$ cat src/common/armCtrlPkg.sv
package armCtrlPkg;

  // ==========================================================
  // Widths
  // ==========================================================
  localparam int instrWidth   = 32;
  localparam int condWidth    = 4;
  localparam int flagWidth    = 4;  // NZCV
  localparam int aluCtrlWidth = 4;

  // ALU opcodes, same encoding as the data processing field
  localparam logic [aluCtrlWidth-1:0] aluAdd = 4'b0100;
  localparam logic [aluCtrlWidth-1:0] aluSub = 4'b0010;

  // Opcode classes in instr[27:26]
  localparam logic [1:0] opData   = 2'b00;
  localparam logic [1:0] opMem    = 2'b01;
  localparam logic [1:0] opBranch = 2'b10;

  // ==========================================================
  // Condition codes
  // ==========================================================
  localparam logic [condWidth-1:0] condEq = 4'h0;
  localparam logic [condWidth-1:0] condNe = 4'h1;
  localparam logic [condWidth-1:0] condCs = 4'h2;
  localparam logic [condWidth-1:0] condCc = 4'h3;
  localparam logic [condWidth-1:0] condMi = 4'h4;
  localparam logic [condWidth-1:0] condPl = 4'h5;
  localparam logic [condWidth-1:0] condVs = 4'h6;
  localparam logic [condWidth-1:0] condVc = 4'h7;
  localparam logic [condWidth-1:0] condHi = 4'h8;
  localparam logic [condWidth-1:0] condLs = 4'h9;
  localparam logic [condWidth-1:0] condGe = 4'hA;
  localparam logic [condWidth-1:0] condLt = 4'hB;
  localparam logic [condWidth-1:0] condGt = 4'hC;
  localparam logic [condWidth-1:0] condLe = 4'hD;
  localparam logic [condWidth-1:0] condAl = 4'hE;
  localparam logic [condWidth-1:0] condNv = 4'hF;

  // ==========================================================
  // Stage payloads
  // ==========================================================
  typedef struct packed {
    logic                    regWrite;
    logic                    memWrite;
    logic                    memtoReg;
    logic                    branch;
    logic                    pcSrc;       // Writes PC, branch or Rd == R15
    logic                    setFlags;
    logic                    aluSrc;      // Immediate operand B
    logic [aluCtrlWidth-1:0] aluControl;
    logic                    byteAccess;
    logic [condWidth-1:0]    cond;
  } ctrlE;

  typedef struct packed {
    logic       regWrite;
    logic       memWrite;
    logic       memtoReg;
    logic       pcSrc;
    logic [3:0] byteMask;  // One bit per byte lane
  } ctrlM;

  typedef struct packed {
    logic                 regWrite;
    logic                 memtoReg;
    logic                 pcSrc;
    logic                 setFlags;
    logic [flagWidth-1:0] flagsNext;
  } ctrlW;

endpackage

$ cat src/common/flagIf.sv
`timescale 1ns/100ps

interface flagIf;
  import armCtrlPkg::*;

  // In-flight updates from M and W
  logic [flagWidth-1:0] flagsNextM;
  logic                 setFlagsM;
  logic [flagWidth-1:0] flagsNextW;
  logic                 setFlagsW;

  logic [flagWidth-1:0] flagsE;  // Forwarded flags seen by execute

  modport status (
    input  flagsNextM, setFlagsM, flagsNextW, setFlagsW,
    output flagsE
  );

  modport exec (input flagsE);

endinterface

$ cat src/decode/controlDecoder.sv
`timescale 1ns/100ps

module controlDecoder (
  input  logic [armCtrlPkg::instrWidth-1:0] instrD,
  output logic [1:0]                        regSrcD,
  output logic [1:0]                        immSrcD,
  output armCtrlPkg::ctrlE                  ctrlD,
  output logic                              pcWrD
);
  import armCtrlPkg::*;

  logic [10:0]             controlsD;
  logic                    aluSrcD, memtoRegD, regWriteD, memWriteD, branchD;
  logic                    aluOpD;   // Data processing
  logic                    memOpD;   // LDR or STR
  logic                    validD;
  logic                    pcSrcD;
  logic [aluCtrlWidth-1:0] aluControlD;

  // ==========================================================
  // Main decoder
  // ==========================================================
  // {regSrc, immSrc, aluSrc, memtoReg, regWrite, memWrite, branch, aluOp, memOp}
  always_comb begin
    case (instrD[27:26])
      opData: begin
        if (instrD[25]) controlsD = 11'b00_00_1_0_1_0_0_1_0;  // Immediate operand
        else            controlsD = 11'b00_00_0_0_1_0_0_1_0;  // Register operand
      end
      opMem: begin
        if (instrD[25] && instrD[4]) begin
          controlsD = '0;  // Undefined encoding
        end else if (instrD[20]) begin
          // LDR, bit 25 low means 12-bit immediate offset
          if (!instrD[25]) controlsD = 11'b00_01_1_1_1_0_0_0_1;
          else             controlsD = 11'b00_01_0_1_1_0_0_0_1;
        end else begin
          // STR reads Rd as store data
          if (!instrD[25]) controlsD = 11'b10_01_1_0_0_1_0_0_1;
          else             controlsD = 11'b10_01_0_0_0_1_0_0_1;
        end
      end
      opBranch: controlsD = 11'b01_10_1_0_0_0_1_0_0;  // B, link ignored
      default:  controlsD = '0;                      // Class 11 not supported
    endcase
  end

  assign {regSrcD, immSrcD, aluSrcD, memtoRegD, regWriteD,
          memWriteD, branchD, aluOpD, memOpD} = controlsD;

  assign validD = aluOpD | memOpD | branchD;

  // ==========================================================
  // ALU decoder
  // ==========================================================
  always_comb begin
    if (aluOpD) begin
      aluControlD = instrD[24:21];
    end else if (memOpD) begin
      aluControlD = instrD[23] ? aluAdd : aluSub;  // Up/down bit
    end else if (branchD) begin
      aluControlD = aluAdd;                        // PC + offset
    end else begin
      aluControlD = '0;
    end
  end

  // Writing R15 redirects the PC
  assign pcSrcD = ((instrD[15:12] == 4'hF) & regWriteD) | branchD;
  assign pcWrD  = pcSrcD;

  always_comb begin
    ctrlD            = '0;
    ctrlD.regWrite   = regWriteD;
    ctrlD.memWrite   = memWriteD;
    ctrlD.memtoReg   = memtoRegD;
    ctrlD.branch     = branchD;
    ctrlD.pcSrc      = pcSrcD;
    ctrlD.setFlags   = aluOpD & instrD[20];  // S bit
    ctrlD.aluSrc     = aluSrcD;
    ctrlD.aluControl = aluControlD;
    ctrlD.byteAccess = memOpD & instrD[22];  // B bit
    ctrlD.cond       = validD ? instrD[instrWidth-1 -: condWidth] : '0;
  end

endmodule

$ cat src/execute/executeControl.sv
`timescale 1ns/100ps

module executeControl (
  input  armCtrlPkg::ctrlE                 ctrlE,
  input  logic [armCtrlPkg::flagWidth-1:0] aluFlagsE,
  input  logic [1:0]                       addrLowE,
  flagIf.exec                              flags,
  output armCtrlPkg::ctrlM                 ctrlM,
  output logic [armCtrlPkg::flagWidth-1:0] flagsNextE,
  output logic                             setFlagsE,
  output logic                             branchTakenE
);
  import armCtrlPkg::*;

  logic       n, z, c, v;
  logic       condPass;
  logic [3:0] byteMaskE;

  assign {n, z, c, v} = flags.flagsE;

  // ==========================================================
  // Condition check
  // ==========================================================
  always_comb begin
    case (ctrlE.cond)
      condEq: condPass = z;
      condNe: condPass = !z;
      condCs: condPass = c;
      condCc: condPass = !c;
      condMi: condPass = n;
      condPl: condPass = !n;
      condVs: condPass = v;
      condVc: condPass = !v;
      condHi: condPass = c & !z;          // Unsigned higher
      condLs: condPass = !c | z;
      condGe: condPass = (n == v);        // Signed compares
      condLt: condPass = (n != v);
      condGt: condPass = !z & (n == v);
      condLe: condPass = z | (n != v);
      condAl: condPass = 1'b1;
      condNv: condPass = 1'b0;            // Never executes
    endcase
  end

  // Flags pass through unchanged unless the S bit survives the check
  assign setFlagsE    = ctrlE.setFlags & condPass;
  assign flagsNextE   = setFlagsE ? aluFlagsE : flags.flagsE;
  assign branchTakenE = ctrlE.branch & condPass;

  // Word store hits all lanes, byte store one lane
  assign byteMaskE = ctrlE.byteAccess ? (4'b0001 << addrLowE) : 4'b1111;

  always_comb begin
    ctrlM.regWrite = ctrlE.regWrite & condPass;
    ctrlM.memWrite = ctrlE.memWrite & condPass;
    ctrlM.memtoReg = ctrlE.memtoReg;
    ctrlM.pcSrc    = ctrlE.pcSrc & condPass;
    ctrlM.byteMask = byteMaskE;
  end

endmodule

$ cat src/verilog/armController.sv
`timescale 1ns/100ps

module armController (
  input  logic                              clk,
  input  logic                              rstN,
  input  logic [armCtrlPkg::instrWidth-1:0] instrD,
  input  logic [armCtrlPkg::flagWidth-1:0]  aluFlagsE,
  input  logic [1:0]                        addrLowE,
  // Hazard unit
  input  logic                              stallE,
  input  logic                              flushE,
  input  logic                              stallM,
  input  logic                              stallW,
  input  logic                              flushW,
  // Datapath controls
  output logic [1:0]                        regSrcD,
  output logic [1:0]                        immSrcD,
  output logic                              aluSrcE,
  output logic [armCtrlPkg::aluCtrlWidth-1:0] aluControlE,
  output logic                              memtoRegE,
  output logic                              branchTakenE,
  output logic                              memWriteM,
  output logic [3:0]                        byteMaskM,
  output logic                              regWriteM,
  output logic                              regWriteW,
  output logic                              memtoRegW,
  output logic                              pcSrcW,
  output logic                              pcWrPendingF,
  output logic [armCtrlPkg::flagWidth-1:0]  cpsrFlags
);
  import armCtrlPkg::*;

  ctrlE                 ctrlD, ctrlStageE;
  ctrlM                 ctrlNextM, ctrlStageM;
  ctrlW                 ctrlNextW, ctrlStageW;
  logic [flagWidth:0]   flagSideM;  // {setFlags, flagsNext} beside ctrlM
  logic [flagWidth-1:0] flagsNextE;
  logic                 setFlagsE;
  logic                 pcWrD;

  flagIf flagBus ();

  // ==========================================================
  // Decode and execute
  // ==========================================================
  controlDecoder decoder (.instrD, .regSrcD, .immSrcD, .ctrlD, .pcWrD);

  stageReg #(.payloadT(ctrlE), .clearable(1'b1)) regE (
    .clk, .rstN, .en(!stallE), .clr(flushE), .d(ctrlD), .q(ctrlStageE)
  );

  executeControl execCtrl (
    .ctrlE(ctrlStageE), .aluFlagsE, .addrLowE, .flags(flagBus.exec),
    .ctrlM(ctrlNextM), .flagsNextE, .setFlagsE, .branchTakenE
  );

  // ==========================================================
  // Memory and writeback
  // ==========================================================
  stageReg #(.payloadT(ctrlM), .clearable(1'b0)) regM (
    .clk, .rstN, .en(!stallM), .clr(1'b0), .d(ctrlNextM), .q(ctrlStageM)
  );

  stageReg #(.payloadT(logic [flagWidth:0]), .clearable(1'b0)) regFlagM (
    .clk, .rstN, .en(!stallM), .clr(1'b0), .d({setFlagsE, flagsNextE}), .q(flagSideM)
  );

  assign ctrlNextW = '{regWrite:  ctrlStageM.regWrite,
                       memtoReg:  ctrlStageM.memtoReg,
                       pcSrc:     ctrlStageM.pcSrc,
                       setFlags:  flagSideM[flagWidth],
                       flagsNext: flagSideM[flagWidth-1:0]};

  stageReg #(.payloadT(ctrlW), .clearable(1'b1)) regW (
    .clk, .rstN, .en(!stallW), .clr(flushW), .d(ctrlNextW), .q(ctrlStageW)
  );

  assign flagBus.flagsNextM = flagSideM[flagWidth-1:0];
  assign flagBus.setFlagsM  = flagSideM[flagWidth];
  assign flagBus.flagsNextW = ctrlStageW.flagsNext;
  assign flagBus.setFlagsW  = ctrlStageW.setFlags;

  statusReg status (.clk, .rstN, .en(!stallW), .flags(flagBus.status), .cpsrFlags);

  // Outputs
  assign aluSrcE      = ctrlStageE.aluSrc;
  assign aluControlE  = ctrlStageE.aluControl;
  assign memtoRegE    = ctrlStageE.memtoReg;
  assign memWriteM    = ctrlStageM.memWrite;
  assign byteMaskM    = ctrlStageM.byteMask;
  assign regWriteM    = ctrlStageM.regWrite;
  assign regWriteW    = ctrlStageW.regWrite;
  assign memtoRegW    = ctrlStageW.memtoReg;
  assign pcSrcW       = ctrlStageW.pcSrc;
  assign pcWrPendingF = pcWrD | ctrlStageE.pcSrc | ctrlStageM.pcSrc;  // Hold fetch

endmodule

$ cat src/verilog/stageReg.sv
`timescale 1ns/100ps

module stageReg #(
  parameter type payloadT  = logic,
  parameter bit  clearable = 1'b0
) (
  input  logic    clk,
  input  logic    rstN,
  input  logic    en,
  input  logic    clr,   // Only honoured when clearable is set
  input  payloadT d,
  output payloadT q
);

  // Flush beats stall, a cleared payload is a bubble
  always_ff @(posedge clk) begin
    if (!rstN) begin
      q <= '0;
    end else if (clearable && clr) begin
      q <= '0;
    end else if (en) begin
      q <= d;
    end
  end

endmodule

$ cat src/verilog/statusReg.sv
`timescale 1ns/100ps

module statusReg (
  input  logic                             clk,
  input  logic                             rstN,
  input  logic                             en,
  flagIf.status                            flags,
  output logic [armCtrlPkg::flagWidth-1:0] cpsrFlags
);
  import armCtrlPkg::*;

  logic [flagWidth-1:0] nzcv;  // Architectural flags

  always_ff @(posedge clk) begin
    if (!rstN) begin
      nzcv <= '0;
    end else if (en && flags.setFlagsW) begin
      nzcv <= flags.flagsNextW;
    end
  end

  // Youngest in-flight update wins
  always_comb begin
    if (flags.setFlagsM) begin
      flags.flagsE = flags.flagsNextM;
    end else if (flags.setFlagsW) begin
      flags.flagsE = flags.flagsNextW;
    end else begin
      flags.flagsE = nzcv;
    end
  end

  assign cpsrFlags = nzcv;

endmodule

$ cat config.mk
export PLATFORM = sky130hd
export DESIGN_NAME = armController
export DESIGN_NICKNAME = d
export VERILOG_FILES = /design/src/common/armCtrlPkg.sv /design/src/common/flagIf.sv /design/src/decode/controlDecoder.sv /design/src/execute/executeControl.sv /design/src/verilog/armController.sv /design/src/verilog/stageReg.sv /design/src/verilog/statusReg.sv
export SDC_FILE = /design/constraint.sdc
export NUM_CORES = 1
export LEC_CHECK = 0
export ABC_AREA = 1
export BUFFER_PORTS_ARGS = -buffer_cell sky130_fd_sc_hd__clkbuf_2
export CORE_MARGIN = 5
export CORE_UTILIZATION = 47
export CTS_CLUSTER_DIAMETER = 120
export DETAILED_ROUTE_END_ITERATION = 8
export GPL_TIMING_DRIVEN = 0
export PLACE_DENSITY = 0.77
export SYNTH_ARGS = -nofsm -noshare
export SYNTH_HDL_FRONTEND = slang
export SYNTH_HIERARCHICAL = 1
export SYNTH_SLANG_ARGS = --single-unit
export TNS_END_PERCENT = 50
$ cat constraint.sdc
create_clock -name clk -period 1.76 [get_ports clk]
set_input_delay 0.352 -clock clk [delete_from_list [all_inputs] [get_ports clk]]
set_output_delay 0.352 -clock clk [all_outputs]
set_load 0.005 [all_outputs]
### Yosys cells after proc, flatten, opt, wreduce, memory -nomap -nowiden

Index checks and enable logic that the tools add are counted.

* bits in registers: 41
* bits in latches: 0
* RAM bits: 0
* ROM bits: 0
* bits of input ports: 45
* output and inout bits: 25
* logic and storage cells: 88
* memories: 0

* $add $sub $neg: 0
* $mul: 0
* divide/modulo/power cells: 0
* order comparisons: 0
* equal/unequal tests: 20
* shift-type cells: 1
* muxes and demuxes: 16
* bitwise logic cells: 18
* reductions and logical operators: 11

Operators with widths (number)
* 4-bit equality test (second input constant): 9
* 11-bit case mux with 3 select lines: 1
* 4-bit 2-to-1 mux: 7
* 11-bit 2-to-1 mux: 2
* 7-bit 2-to-1 mux: 3
* 4-bit by 3-bit equality test with 1-bit output (second input constant): 4
* 1-bit case mux with 16 select lines: 1
* 1-bit AND: 10
* 4-bit by 2-bit equality test with 1-bit output (second input constant): 2
* 1-bit OR: 7
* 3-bit 2-to-1 mux: 2
* 1-bit zero test: 5
* 4-bit by 1-bit equality test with 1-bit output (second input constant): 1
* 4-bit zero test: 1
* 2-bit OR reduction: 2
* 1-bit by 2-bit << shifter with 4-bit output (first input constant): 1
* 2-bit by 1-bit equality test with 1-bit output (second input constant): 1
* 2-bit equality test (second input constant): 1
* 1-bit logical AND: 2
* 2-bit zero test: 1
* 1-bit equality test: 1
* 1-bit != test: 1
* 1-bit NOT: 1

### Logic depth before layout (Yosys ltp)

* depth in word-level cells: 8
* mapped depth: 20
* depth with buffers taken out: 20

### Cells and area by module

Netlist, hierarchy kept.

Modules (own cells, without submodules)
* stageReg at regE: times used 1, cells an instance 71, area each 666.9 um^2
* stageReg at regM: times used 1, cells an instance 51, area each 356.6 um^2
* executeControl: times used 1, cells an instance 75, area each 350.3 um^2
* stageReg at regW: times used 1, cells an instance 36, area each 282.8 um^2
* statusReg: times used 1, cells an instance 51, area each 269.0 um^2
* controlDecoder: times used 1, cells an instance 45, area each 226.5 um^2
* stageReg at regFlagM: times used 1, cells an instance 31, area each 205.2 um^2
* armController: times used 1, cells an instance 7, area each 26.3 um^2

### Least setup slack after synthesis

OpenSTA, ideal clock, no wires.

* path kind: register to output
* start: register regW/q[4] in the netlist's numbering
* end: output branchTakenE
* data arrival time: 1.536 ns
* data required time: 1.408 ns
* slack: -0.128 ns
* stages on the path, launching flop included: 14
* path buffers: 0
* cell sequence: dfxtp_1 > inv_1 > nand2_1 > nand3_1 > nand2_1 > inv_1 > nand2_1 > nand2_1 > o21a_1 > nand3_2 > nand2_2 > nand2_4 > nand2_2 > nor2_1

* longest elaborated chain between the ends: 6

RTL lines
* start: declaration: RTL line stageReg.sv:12 `output payloadT q`
* start signal: assignment: RTL line stageReg.sv:18 `q <= '0;`
* start signal: assignment: RTL line stageReg.sv:20 `q <= '0;`
* start signal: assignment: RTL line stageReg.sv:22 `q <= d;`
* 4-bit 2-to-1 mux *: RTL line statusReg.sv:26 `end else if (flags.setFlagsW) begin`
* 4-bit 2-to-1 mux *: RTL line statusReg.sv:24 `if (flags.setFlagsM) begin`
* via flagBus.flagsE[3]: RTL line flagIf.sv:12 `logic [flagWidth-1:0] flagsE;`
* 1-bit != test / 1-bit equality test (equally long branches)
* 1-bit OR / 1-bit AND (equally long branches): RTL line executeControl.sv:39, executeControl.sv:38
* 1-bit case mux with 16 select lines *: RTL line executeControl.sv:25 `case (ctrlE.cond)`
* 1-bit AND *: RTL line executeControl.sv:48 `assign branchTakenE = ctrlE.branch & condPass;`
* end: declaration: RTL line armController.sv:21 `output logic branchTakenE,`

The timed path passes the listed nets; every way through them passes the cells marked *.

### Final worst setup path

Ends and elaborated chain as after synthesis.

==> flow_summary.yaml <==
drt:
  highest_layer: "met4"
  num_vias: 2297
  wirelength_um: 5267
  dr.pass1.iters: 4
  routed-wl-met3_um: 313
  routedWlPerCell_um: 10.49
  first_iter_violations: 60
  vias_per_cell: 4.576
  wl_met2_um: 2636
  postRouteAntennaNets: 0
  drt-met1-wl_um: 2252
  drc: 0
critical_path:
  crit_arrival_ns: 1.83
  slowest_stage: "dfxtp_4"
  critPathMaxStageDelay_ns: 0.39
  crit_chain: "inv_4 > nand2_2 > nand3_2 > nand2_4 > inv_4 > nand2_2 > nand2_2 > o21a_1 > nand3_2 > nand2_2 > nand2_4 > nand2_4 > nor2_4 > clkbuf_2"
  cp-end-kind: "output pin"
  path_common_cell: "nand2_2"
  start_kind: "register"
  crit_fanout: 5
  cp_top_family: "simple AND/OR/NAND/NOR gates"
  cp_num_buf_inv: 3
  cp_data_required_time_ns: 1.41
  crit_type: "reg2out"
sta:
  period_share: 1.238
  slew_headroom: 0.7047
  finalSetupViolCount: 9
  grt_setup_unrepaired: "true"
  post-route-min-period_ns: 2.179
  drv_slew: 0
  tightestPinTransition_ns: 0.4424
  setup_ws_ns: -0.4186
  finClkSkew_ns: 0.009482
  fin_hold_ws_ns: 0.3559
  max_freq_mhz: 459.0
  final_hold_viol_count: 0
die:
  initial_core_util: 0.4940
  rows: 25
  fp.dieW_um: 81.16
  dieArea_um2: 6586
  io_pins: 70
  die_h_um: 81.16
  core_area_um2: 4817
cts:
  clock-root-buffer: "clkbuf_8"
  clkTransAtPathRegs_ns: 0.08
  clk_latency_ns: 0.30
  clock_path_buffers: 2
  cts_buffers: 5
  h-tree-depth: 2
  cts_tree: "yes"
  clock_sinks: 41
  cts_hold_buf: 0
job:
  drv_cap: 0
global_routing:
  grt_max_degree: 14
  grt.total_usage: 0.1703
  grt_antenna_before_repair: 0
  grt_pass1_vias: 2175
  grt_pass1_wl_um: 8818
  gr-total-overflow: 0
final_layout:
  fillerInstances: 456
  synthToLayoutAreaGrowth_pct: 28.13
  n_antenna_cell: 0
  design_area_um2: 3049
  register_area_um2: 830.8
  multi_input_area_um2: 1296
  drive_above_1_share: 0.3586
  nNetsFinal: 479
logic_synthesis:
  syn_avg_cell_area_um2: 6.502
  yosysWarnings: 6
  netlist_area_um2: 2380
  synth_cells: 366
  synth_nets: 411
place:
  dp_hpwl_um: 3869
  portBuffers: 54
  place_area_um2: 2748
  gp_congestion: 0.8147
run_status:
  violations: "setup timing"
  outcome: "finished with violations"
power_and_ir_drop:
  power_density_nw_per_um2: 694.0
  p_leak_uw: 0.001520
  vdd_drop_max_uv: 503.0
hold_path:
  hp-class: "in2reg"
[worst paths after layout]
| check | from | end | slack (ns) | cells past startpoint |
|---|---|---|---|---|
| setup / recovery | regW/q[4]$_SDFFE_PP0P_ | branchTakenE | -0.42 | 14 |
| hold reg to reg | regW/q[7]$_SDFFE_PP0P_ | regW/q[7]$_SDFFE_PP0P_ | 0.46 | 2 |
| hold / removal | instrD[21] | regE/q[5]$_SDFFE_PP0P_ | 0.36 | 5 |
| setup reg to reg | regW/q[4]$_SDFFE_PP0P_ | regM/q[7]$_SDFFE_PN0P_ | -0.40 | 21 |
[placed cells by master (no fill, tap or decap), types with 2 or more instances in the layout]
master and n:
buf_4 8, a21oi_2 11, clkbuf_8 6, nand2_4 9
nand2_2 22, dfxtp_1 37, clkbuf_2 54, inv_2 5
nand4_1 4, nand3_2 7, inv_1 47, dfxtp_4 2
buf_6 9, nor2_4 2, buf_8 2, nand3_1 3
nor2_2 4, inv_4 4, o21ai_0 4, a21oi_1 14
nand2_1 112, nor2_1 53, dfxtp_2 2
[through the flow]
step / setup WS, ns / cells / setup TNS [ns] / power, uW / util
after floorplan: 0.001456 / 366 / 0 / 1207 / -
after global placement: -0.3147 / 487 / -1.123 / 1301 / 0.5704
after detailed placement: -0.3471 / 487 / -1.486 / 1307 / 0.5704
after CTS: -0.4439 / 502 / -2.283 / 2133 / 0.6221
after global routing: -0.5641 / 502 / -3.855 / 2228 / 0.6330
final: -0.4186 / 502 / -2.295 / 2116 / 0.6330
[sequential cells by signal (all words and copies together), names as in the netlist]
name and count:
regW/q 8, regFlagM/q 5, status/cpsrFlags 4, regM/q 8, regE/q 16
[report_power, final]
part           switching, uW  internal (uW)
clock network            327            461
logic                    194            156
registers               24.8            954
[layer usage]
layer  track usage  vias to the layer above
met5             0                        -
met4       0.05743                        0
met3       0.04878                        9
met2        0.2980                       46
met1        0.1984                     1011
li1              -                     1231
[layout make-up]
| class | instances | share of cell area |
|---|---|---|
| multi-input cells | 254 | 0.4251 |
| flip-flops and latches | 41 | 0.2725 |
| repair buffers | 61 | 0.1108 |
| inverters | 57 | 0.07591 |
| plain buffers | 14 | 0.04883 |
| well taps | 67 | 0.02749 |
| clock buffers | 6 | 0.02708 |
| clock inverters | 2 | 0.01231 |
[worst register-to-register path, stage by stage, from the launching register on]
cell and delay (ns):
dfxtp_4 0.39, inv_4 0.06, nand2_2 0.06, nand3_2 0.08, nand2_4 0.10, inv_4 0.05, nand2_2 0.07, nand2_2 0.06
o21a_1 0.20, nand3_2 0.08, nand2_2 0.06, nand2_4 0.07, nand2_4 0.06, buf_4 0.14, buf_6 0.10, buf_6 0.10
buf_6 0.12, nor2_2 0.07, inv_1 0.04, nand2_1 0.05, nand2_1 0.05, nor2_1 0.08
[what timing repair did]
action	CTS	global route
buffers inserted	7	0
hold endpoints to repair	0	0
gates resized for setup	28	16
pin swaps	18	13
endpoints found under the setup margin	9	9
(Power assumes the default switching activity.)
